### src/verilog/sprite_pkg.sv
`default_nettype none

package sprite_pkg;

	// screen coordinate, 10 bits covers the 800x525 vga raster
	typedef logic [9:0] coord_t;

	// one bitmap row of the left half, bit c is column c
	typedef logic [7:0] sprite_row_t;

	localparam int SPRITE_SIZE = 16; // width and height in pixels

	// renderer fsm encoding
	typedef enum logic [2:0] {
		wait_vstart = 3'd0, // idle until the beam reaches the sprite top
		wait_load   = 3'd1, // wait for hsync to fetch the next row
		load_setup  = 3'd2, // present row address to the rom
		load_fetch  = 3'd3, // latch the row bits
		wait_hstart = 3'd4, // wait for the left edge on the next line
		draw        = 3'd5  // shift out 16 mirrored pixels
	} render_state_t;

endpackage

`default_nettype wire

### src/verilog/beam_if.sv
`timescale 1ns/1ps
`default_nettype none

// beam position and sync group shared by the raster consumers
interface beam_if import sprite_pkg::*; ();

	coord_t hpos;      // pixel within the line
	coord_t vpos;      // line within the frame
	logic   hsync;
	logic   vsync;
	logic   display_on; // inside the visible area

	// driven by the raster generator only
	modport timing (output hpos, vpos, hsync, vsync, display_on);

	// everyone else just looks
	modport watch (input hpos, vpos, hsync, vsync, display_on);

endinterface

`default_nettype wire

### src/verilog/player_position.sv
`timescale 1ns/1ps
`default_nettype none

// joystick position, moved on each tick, copied out at the vsync rise
module player_position import sprite_pkg::*; #(
	parameter int tick_div  = 250000,
	parameter int h_display = 640,
	parameter int v_display = 480
) (
	input  logic   clk,
	input  logic   reset,
	input  logic   left,
	input  logic   right,
	input  logic   up,
	input  logic   down,
	beam_if.watch  beam,
	output coord_t player_x, // display position, stable for a whole frame
	output coord_t player_y
);

	localparam int tw = (tick_div > 1) ? $clog2(tick_div) : 1;

	// limits keep the whole sprite on screen incl the 2 pixel draw offset
	localparam coord_t x_max  = coord_t'(h_display - SPRITE_SIZE - 2);
	localparam coord_t y_max  = coord_t'(v_display - SPRITE_SIZE - 1);
	localparam coord_t x_home = coord_t'(h_display / 2 - SPRITE_SIZE / 2);
	localparam coord_t y_home = coord_t'(v_display / 2 - SPRITE_SIZE / 2);

	logic [tw-1:0] tick_count;
	logic          tick;
	logic          vsync_q;
	logic          vsync_rise;
	coord_t        joy_x;
	coord_t        joy_y;

	assign tick       = (tick_count == tw'(tick_div - 1)); // one cycle in tick_div
	assign vsync_rise = beam.vsync & ~vsync_q;

	always_ff @(posedge clk) begin
		if (reset) begin
			tick_count <= '0;
			vsync_q    <= 1'b0;
			joy_x      <= x_home;
			joy_y      <= y_home;
			player_x   <= x_home;
			player_y   <= y_home;
		end else begin
			tick_count <= tick ? '0 : tick_count + 1'b1;
			vsync_q    <= beam.vsync;
			if (tick) begin
				// one step per tick, blocked moves fall through to the next key
				if (left && joy_x != '0)
					joy_x <= joy_x - 10'd1;
				else if (right && joy_x != x_max)
					joy_x <= joy_x + 10'd1;
				else if (up && joy_y != '0)
					joy_y <= joy_y - 10'd1;
				else if (down && joy_y != y_max)
					joy_y <= joy_y + 10'd1;
			end
			if (vsync_rise) begin
				player_x <= joy_x; // beam is off screen, no tearing
				player_y <= joy_y;
			end
		end
	end

endmodule

`default_nettype wire

### src/verilog/sprite_renderer.sv
`timescale 1ns/1ps
`default_nettype none

// 16x16 sprite, rows fetched in hsync, drawn mirrored left to right
module sprite_renderer import sprite_pkg::*; (
	input  logic        clk,
	input  logic        reset,
	input  logic        vstart,   // beam on the sprite's top line
	input  logic        load,     // hsync, safe window for the rom fetch
	input  logic        hstart,   // beam on the sprite's left column
	output logic [3:0]  rom_addr,
	input  sprite_row_t rom_bits,
	output logic        gfx,      // registered pixel
	output logic        in_progress
);

	render_state_t state;
	logic [3:0]    ycount;   // rows done so far
	logic [3:0]    xcount;   // pixels of this row done so far
	sprite_row_t   row_bits; // current row, held through draw
	logic [2:0]    pix_sel;

	// right half walks the row backwards, 15-xcount
	assign pix_sel = xcount[3] ? ~xcount[2:0] : xcount[2:0];

	assign in_progress = (state != wait_vstart);

	always_ff @(posedge clk) begin
		if (reset) begin
			state  <= wait_vstart;
			gfx    <= 1'b0;
			ycount <= '0;
			xcount <= '0;
		end else begin
			gfx <= 1'b0; // dark unless drawing
			case (state)
				wait_vstart: begin
					ycount <= '0;
					if (vstart)
						state <= wait_load;
				end
				wait_load: begin
					xcount <= '0;
					if (load)
						state <= load_setup;
				end
				load_setup: begin
					state <= load_fetch; // rom_addr goes out this edge
				end
				load_fetch: begin
					state <= wait_hstart; // row_bits latched this edge
				end
				wait_hstart: begin
					if (hstart)
						state <= draw;
				end
				draw: begin
					gfx    <= row_bits[pix_sel];
					xcount <= xcount + 4'd1;
					if (xcount == 4'(SPRITE_SIZE - 1)) begin
						ycount <= ycount + 4'd1;
						// ycount still holds the row just drawn
						if (ycount == 4'(SPRITE_SIZE - 1))
							state <= wait_vstart;
						else
							state <= wait_load;
					end
				end
				default: begin
					state <= wait_vstart; // unused codes fall back to idle
				end
			endcase
		end
	end

	// rom address and row latch
	always_ff @(posedge clk) begin
		if (state == load_setup)
			rom_addr <= ycount;
		if (state == load_fetch)
			row_bits <= rom_bits; // rom is combinational, ready one cycle on
	end

endmodule

`default_nettype wire

### src/verilog/sprite_rom.sv
`timescale 1ns/1ps
`default_nettype none

// car pattern, left half only, renderer mirrors it for the right half
module sprite_rom import sprite_pkg::*; (
	input  logic [3:0]  addr, // sprite row
	output sprite_row_t bits
);

	always_comb begin
		case (addr)
			4'd0:    bits = 8'b1100_0000; // nose
			4'd1:    bits = 8'b1111_0000;
			4'd2:    bits = 8'b1111_1100; // front bumper
			4'd3:    bits = 8'b1111_1110;
			4'd4:    bits = 8'b1100_0110; // front wheels poke out
			4'd5:    bits = 8'b1000_0110;
			4'd6:    bits = 8'b1011_1100; // windscreen
			4'd7:    bits = 8'b1011_1000;
			4'd8:    bits = 8'b1011_1000; // roof
			4'd9:    bits = 8'b1011_1000;
			4'd10:   bits = 8'b1011_1100;
			4'd11:   bits = 8'b1000_0110; // rear wheels
			4'd12:   bits = 8'b1100_0110;
			4'd13:   bits = 8'b1111_1110;
			4'd14:   bits = 8'b1111_1100; // tail
			default: bits = 8'b0111_1000; // row 15, exhaust stubs
		endcase
	end

endmodule

`default_nettype wire

### src/verilog/sprite_video_top.sv
`timescale 1ns/1ps
`default_nettype none

// raster, player position and sprite renderer glued into 3-bit rgb
module sprite_video_top import sprite_pkg::*; #(
	parameter int h_display = 640,
	parameter int h_front   = 16,
	parameter int h_sync    = 96,
	parameter int h_back    = 48,
	parameter int v_display = 480,
	parameter int v_front   = 10,
	parameter int v_sync    = 2,
	parameter int v_back    = 33,
	parameter int tick_div  = 250000 // 100 Hz moves at 25 MHz
) (
	input  logic       clk,
	input  logic       reset,
	input  logic       left,
	input  logic       right,
	input  logic       up,
	input  logic       down,
	output logic       hsync,
	output logic       vsync,
	output logic [2:0] rgb // {blue, green, red}
);

	coord_t      player_x;
	coord_t      player_y;
	logic        vstart;
	logic        hstart;
	logic [3:0]  rom_addr;
	sprite_row_t rom_bits;
	logic        gfx;
	logic        in_progress;

	beam_if beam ();

	video_timing #(
		.h_display(h_display), .h_front(h_front), .h_sync(h_sync), .h_back(h_back),
		.v_display(v_display), .v_front(v_front), .v_sync(v_sync), .v_back(v_back)
	) timing0 (.clk(clk), .reset(reset), .beam(beam));

	player_position #(.tick_div(tick_div), .h_display(h_display), .v_display(v_display))
		pos0 (.clk(clk), .reset(reset), .left(left), .right(right), .up(up), .down(down),
			.beam(beam), .player_x(player_x), .player_y(player_y));

	assign vstart = (beam.vpos == player_y); // whole top line
	assign hstart = (beam.hpos == player_x); // one cycle per line

	sprite_renderer render0 (.clk(clk), .reset(reset), .vstart(vstart), .load(beam.hsync),
		.hstart(hstart), .rom_addr(rom_addr), .rom_bits(rom_bits), .gfx(gfx),
		.in_progress(in_progress));

	sprite_rom rom0 (.addr(rom_addr), .bits(rom_bits));

	assign hsync = beam.hsync;
	assign vsync = beam.vsync;
	// red and green share the pixel, blue marks the rendering band
	assign rgb   = {beam.display_on & in_progress, beam.display_on & gfx, beam.display_on & gfx};

endmodule

`default_nettype wire

### src/verilog/video_timing.sv
`timescale 1ns/1ps
`default_nettype none

// free running raster counters, syncs decoded straight off the count
module video_timing import sprite_pkg::*; #(
	parameter int h_display = 640,
	parameter int h_front   = 16,
	parameter int h_sync    = 96,
	parameter int h_back    = 48,
	parameter int v_display = 480,
	parameter int v_front   = 10,
	parameter int v_sync    = 2,
	parameter int v_back    = 33
) (
	input  logic    clk,
	input  logic    reset,
	beam_if.timing  beam
);

	localparam int h_total = h_display + h_front + h_sync + h_back;
	localparam int v_total = v_display + v_front + v_sync + v_back;

	localparam coord_t h_last   = coord_t'(h_total - 1);
	localparam coord_t v_last   = coord_t'(v_total - 1);
	localparam coord_t hs_start = coord_t'(h_display + h_front); // first sync pixel
	localparam coord_t hs_end   = coord_t'(h_display + h_front + h_sync); // one past
	localparam coord_t vs_start = coord_t'(v_display + v_front);
	localparam coord_t vs_end   = coord_t'(v_display + v_front + v_sync);

	coord_t hcount;
	coord_t vcount;

	always_ff @(posedge clk) begin
		if (reset) begin
			hcount <= '0;
			vcount <= '0;
		end else if (hcount == h_last) begin
			hcount <= '0; // end of line, step to the next one
			vcount <= (vcount == v_last) ? '0 : vcount + 10'd1;
		end else begin
			hcount <= hcount + 10'd1;
		end
	end

	assign beam.hpos       = hcount;
	assign beam.vpos       = vcount;
	assign beam.hsync      = (hcount >= hs_start) && (hcount < hs_end);
	assign beam.vsync      = (vcount >= vs_start) && (vcount < vs_end);
	assign beam.display_on = (hcount < coord_t'(h_display)) && (vcount < coord_t'(v_display));

endmodule

`default_nettype wire

### config.mk
export PLATFORM = sky130hd
export DESIGN_NAME = sprite_video_top
export DESIGN_NICKNAME = d
export VERILOG_FILES = /design/src/verilog/sprite_pkg.sv /design/src/verilog/beam_if.sv /design/src/verilog/player_position.sv /design/src/verilog/sprite_renderer.sv /design/src/verilog/sprite_rom.sv /design/src/verilog/sprite_video_top.sv /design/src/verilog/video_timing.sv
export SDC_FILE = /design/constraint.sdc
export NUM_CORES = 1
export LEC_CHECK = 0
export BUFFER_PORTS_ARGS = -buffer_cell sky130_fd_sc_hd__buf_2
export CORE_MARGIN = 1.5
export CORE_UTILIZATION = 35
export CTS_CLUSTER_DIAMETER = 40
export DETAILED_ROUTE_END_ITERATION = 7
export SLEW_MARGIN = 10
export SYNTH_ARGS = -nofsm -noshare
export SYNTH_HDL_FRONTEND = slang
export SYNTH_SLANG_ARGS = --single-unit
### constraint.sdc
create_clock -name clk -period 9.5 [get_ports clk]
set_clock_uncertainty 0.15 [all_clocks]
set_input_delay 1.425 -clock clk [delete_from_list [all_inputs] [get_ports clk]]
set_output_delay 1.425 -clock clk [all_outputs]
set_load 0.02 [all_outputs]
* After elaboration in Yosys (flattened, before gate mapping)
Memory sizes are Yosys's and may differ from the RTL's. A register that Yosys moved wholly into a read port is not among the register bits.
Cells that the tools add are included.
** Word-level totals
- Output and inout bits :: 5
- Logic and storage cells :: 96
- Input bits :: 6
- Memories :: 1
- ROM bits :: 112
- Flip-flop bits (word level) :: 103
** Operators by class
- Add/sub/neg operators :: 9
- Equality and inequality tests :: 18
- Order comparisons :: 7
- Bitwise logic cells :: 8
- Multiplexer cells :: 17
- Reductions and logical operators :: 22
** Memories
- (no name shown) :: words 16, width 7, read ports 1, clocked after Yosys merged registers in 1, wr ports 0, RTL line sprite_rom.sv:11 : case (addr)
** Operator list (count)
- $mux 10 :: 5
- $add 10x1->10 const B :: 4
- $eq 10x10->1 :: 2
- $eq 10x10->1 const B :: 2
- $lt 10x10->1 const B :: 2
- $lt 10x9->1 const B :: 2
- $reduce_bool 10->1 :: 2
- $sub 10x1->10 const B :: 2
- $add 18x1->18 const B :: 1
- $eq 18x18->1 const B :: 1
- $pmux 3 s6 :: 1
- $pmux 4 s2 :: 2
- $mux 3 :: 5
- $ge 10x10->1 const B :: 1
- $ge 10x9->1 const B :: 1
- $ne 10x10->1 const B :: 1
- $ne 10x9->1 const B :: 1
- $add 4x1->4 const B :: 2
- $eq 4x4->1 const B :: 2
- $reduce_and 4->1 :: 2
- $reduce_bool 2->1 :: 4
- $logic_and 1x1->1 :: 7
- $eq 3x2->1 const B :: 2
- $eq 3x3->1 const B :: 2
- other kinds (14) :: 25

* Logic depth before layout (Yosys ltp)
- Word-level depth :: 4
- Gate-level depth with buffers :: 10
- Mapped depth without buffers :: 10

* By module
From an unflattened synthesis, not the netlist that was laid out.
** Unflattened totals
- Cells, all modules :: 640
- Area, all modules :: 5642.9 um2
** Modules (own cells, without submodules)
- player_position :: sequential area each 1181.1 um2, instances 1, area each 3174.3 um2, cells each 380
- sprite_renderer :: sequential area each 600.6 um2, instances 1, area each 1114.8 um2, cells each 95
- video_timing :: sequential area each 400.4 um2, instances 1, area each 1001.0 um2, cells each 118
- sprite_video_top :: sequential area each 0.0 um2, instances 1, area each 245.2 um2, cells each 29
- sprite_rom :: sequential area each 0.0 um2, instances 1, area each 107.6 um2, cells each 18

* Worst setup path before layout
Ideal clock, no wire load.
- Path kind :: input port to flip-flop
- Start :: input up
- End :: register pos0.joy_y[9]
- Required time :: 9.291 ns
- Arrival :: 3.527 ns
- Library setup time :: 0.059 ns
- Path buffers :: 0
- Stages on the path :: 9
- Slack :: 5.764 ns
- Path through :: inv_1 -> a31oi_1 -> ha_1 -> a21oi_1 -> o211ai_1 -> a211oi_1 -> xor2_1 -> or4_1 -> nand2_1
** Between the ends
- Word-level cells in the longest chain between the ends :: 3
- Elaborated cells between the ends (all ways) :: 4
- Those cells by class :: mux (1); reduce/logical (3)
** Ends and longest elaborated chain
- from (decl) :: RTL line sprite_video_top.sv:20 : input logic up,
- $logic_and 1x1->1 (*) :: RTL line player_position.sv:56 : else if (up && joy_y != '0)
- $reduce_bool 2->1 (no line)
- $reduce_and 4->1 (no line)
- to (signal assigned) :: RTL line player_position.sv:44 : joy_y <= y_home;
- to (signal assigned) :: RTL line player_position.sv:57 : joy_y <= joy_y - 10'd1;
- to (signal assigned) :: RTL line player_position.sv:59 : joy_y <= joy_y + 10'd1;
- to (decl) :: RTL line player_position.sv:34 : coord_t joy_y;
Every way passes the cells marked *; elsewhere a longest branch is shown, timed or not.
A chain may end at the register's enable or synchronous reset.

* Worst setup path in the final report
Ends and elaborated chain as after synthesis.

==> impl_results.md <==
* Final max-slew violation count at 0
* Pre-antenna DRT Iters at 6
* Power density over the cells at 144 nW/um2
* Count leader, synth: dfxtp_1
* Buf/Inv on CP at 2
* Fin cells at 803
* Worst VDD drop at 0.0837 mV
* Total power at 0.000824 W
* Total congestion overflow at 0
* CTS Sinks at 101
* Status: completed
* Crit path DAT at 4.02 ns
* Worst Path Max Fanout at 11
* Synth Flop Type: dfxtp_1
* Layout Nets at 648
* F_max at 258 MHz
* Largest net degree at the start of global routing at 46
* Syn_nets at 653
* Starting Density at 36.1%
* CTS Hold Bufs at 0
* Synth cell types at 54
* Fraction of layout cells with a size suffix above 1 at 4.68%
* Area growth syn-to-layout at 8.51%
* Tmin final at 3.88 ns
* Vias per std cell at 5.19
* Gr busiest metal: met2
* Worst-Skew Late Latency at 0.35 ns
* Yosys reg bits at 101
* DR iter-0 viols at 231
* Ports at 11
* Hold Path Class: flip-flop to flip-flop
* Number of buffers added for setup after CTS at 0
* Die area at 15800 um2
* Critical path startpoint category: primary input
* Syn_area_per_cell at 8.50 um2
* Post-synth EDFFs at 10
* CP required at 9.64 ns
* Clk root buf: clkbuf_16
* I/O Buffers at 10
* Critical Path Sink Type: flip-flop
* Max-cap violations at 0
* DP HPWL at 7770 um
* Setup tns final at 0 ns
* Total GRT Usage at 14.2%
* CTS buffer count at 9
* Final-report hold violation count at 0
* Kind of critical path: primary input to flip-flop
* Core area at 14600 um2
* Met1 GRT Util at 19.1%
* Met2 global-route usage at 22.5%
* CTS resizes at 0
* Synth warnings at 0
* Clock-pin slew on the worst setup and hold paths at 0.07 ns
* Final setup viols at 0
* CP Cell Sequence: buf_2, inv_1, a31oi_1, ha_1, a21oi_1, o211ai_1, a211oi_1, xor2_1, or4_1, nand2_1
* Slew headroom at 29.9%
* Antenna viol nets, final at 0
* Synthesized area at 5280 um2
* Crit path max-delay family: compound AO/OA/AOI/OAI gates
* H-tree depth at 3
* Die width at 126 um
* Routability cong. at 0.831
* WL/cell at 13.3 um
* CTS tree: yes
* Routed WL at 10700 um
* Sequential area share after synthesis at 40.2%
* RSZ-0062 raised after global routing: false
* Clock Path Buffers at 2
* Antenna Cells at 0
* Die height at 126 um
* Rows at 44
* GRT met3 Usage at 2.63%
* Crit path max-delay cell type: a31oi_1
* DR DRC count at 0
* Top cell type's share of synthesized area at 34.5%
* Area contributors post-synth: dfxtp_1, xor2_1, nand2_1
* Number of global-route vias before repair at 3947
* First-pass GRT wire length at 18600 um
* DR vias at 4165
* Yosys top cell by area: dfxtp_1
* Max incr delay on CP at 0.76 ns
* Synth top cells by count: dfxtp_1, nand2_1, nor2_1
* Placed insts at 789
* Slew @ Worst Pin at 1.05 ns
* Pleak at 2.29 nW
* Util after Layout at 39.1%
* Syn Inst Count at 621
* Post-synth ARST share at 0%
* Fin crit share at 40.9%
* Initial antenna violation count at 0
-- cells by family after synthesis --
group | count (synthesis) | synth area share (%)
compound gates | 88 | 10.9
fa+ha+maj | 26 | 6.44
xor+xnor | 70 | 11.6
flops | 101 | 40.2
simple gates | 279 | 25.1
buf+inv | 45 | 3.44
mux | 12 | 2.30
-- layout by cell type (no fill, tap or decap), types with 16 or more instances in the layout --
master	netlist	final
xnor2_1	24	24
xor2_1	46	46
nand2_1	85	85
nand4_1	16	16
dfxtp_1	91	91
nor2_1	79	78
ha_1	24	24
nand3_1	34	34
a21oi_1	36	36
inv_1	18	18
-- through the flow --
| step | cell area, um2 | hold WS, ns | setup slack (ns) |
|---|---|---|---|
| after floorplan | 5280 | 0.276 | 5.76 |
| after global placement | 5460 | 0.297 | 5.42 |
| after detailed placement | 5460 | 0.304 | 5.29 |
| after CTS | 5730 | 0.319 | 5.63 |
| after global routing | 5730 | 0.336 | 5.37 |
| final | 5730 | 0.316 | 5.62 |
-- worst paths after layout --
check,from,to,slack [ns],depth (start not counted)
setup reg to reg,pos0.joy_x[0],pos0.joy_x[9],5.96,10
hold / removal,pos0.tick_count[0],pos0.tick_count[0],0.32,1
hold reg to reg,pos0.tick_count[0],pos0.tick_count[0],0.32,1
setup / recovery,up,pos0.joy_y[9],5.62,10
-- registers in the layout, summed over array words and instances, names as in the netlist --
register           flops
render0.rom_addr       4
timing0.beam.hpos     10
render0.gfx            1
pos0.joy_x            10
pos0.player_x         10
render0.ycount         4
pos0.joy_y            10
render0.xcount         4
pos0.tick_count       18
pos0.vsync_q           1
pos0.player_y         10
timing0.beam.vpos     10
render0.row_bits       6
render0.state          3
-- layout make-up --
cell class,count,area (um2)
clock buffers,11,233
clock inverters,3,40.0
fillers,1493,8910
inverters,18,67.6
multi-input cells,475,2980
flip-flops and latches,101,2120
well taps,184,230
repair buffers,11,57.6
-- layer usage --
layer  share of wire, %  up-vias
met1                 51     1959
met5                  0        -
met3                2.5       13
li1                   -     2149
met4                1.6        0
met2                 45       44
-- power breakdown --
| group | leakage [nW] | total (W) | switching (W) | internal (W) |
|---|---|---|---|---|
| Combinational | 1.33 | 0.0000389 | 0.0000243 | 0.0000146 |
| Sequential | 0.825 | 0.000434 | 0.00000233 | 0.000431 |
| Clock | 0.135 | 0.000352 | 0.000151 | 0.000201 |
-- worst register-to-register path: cells and delay by family, from the launching register on --
family                     cells  cell delay (ns)
AOI/OAI and AO/OA              6             1.47
adders and majority gates      1             0.47
buffers and inverters          1             0.28
DFF                            1             0.37
and+or+nand+nor                2             0.69
(Power assumes the default switching activity.)
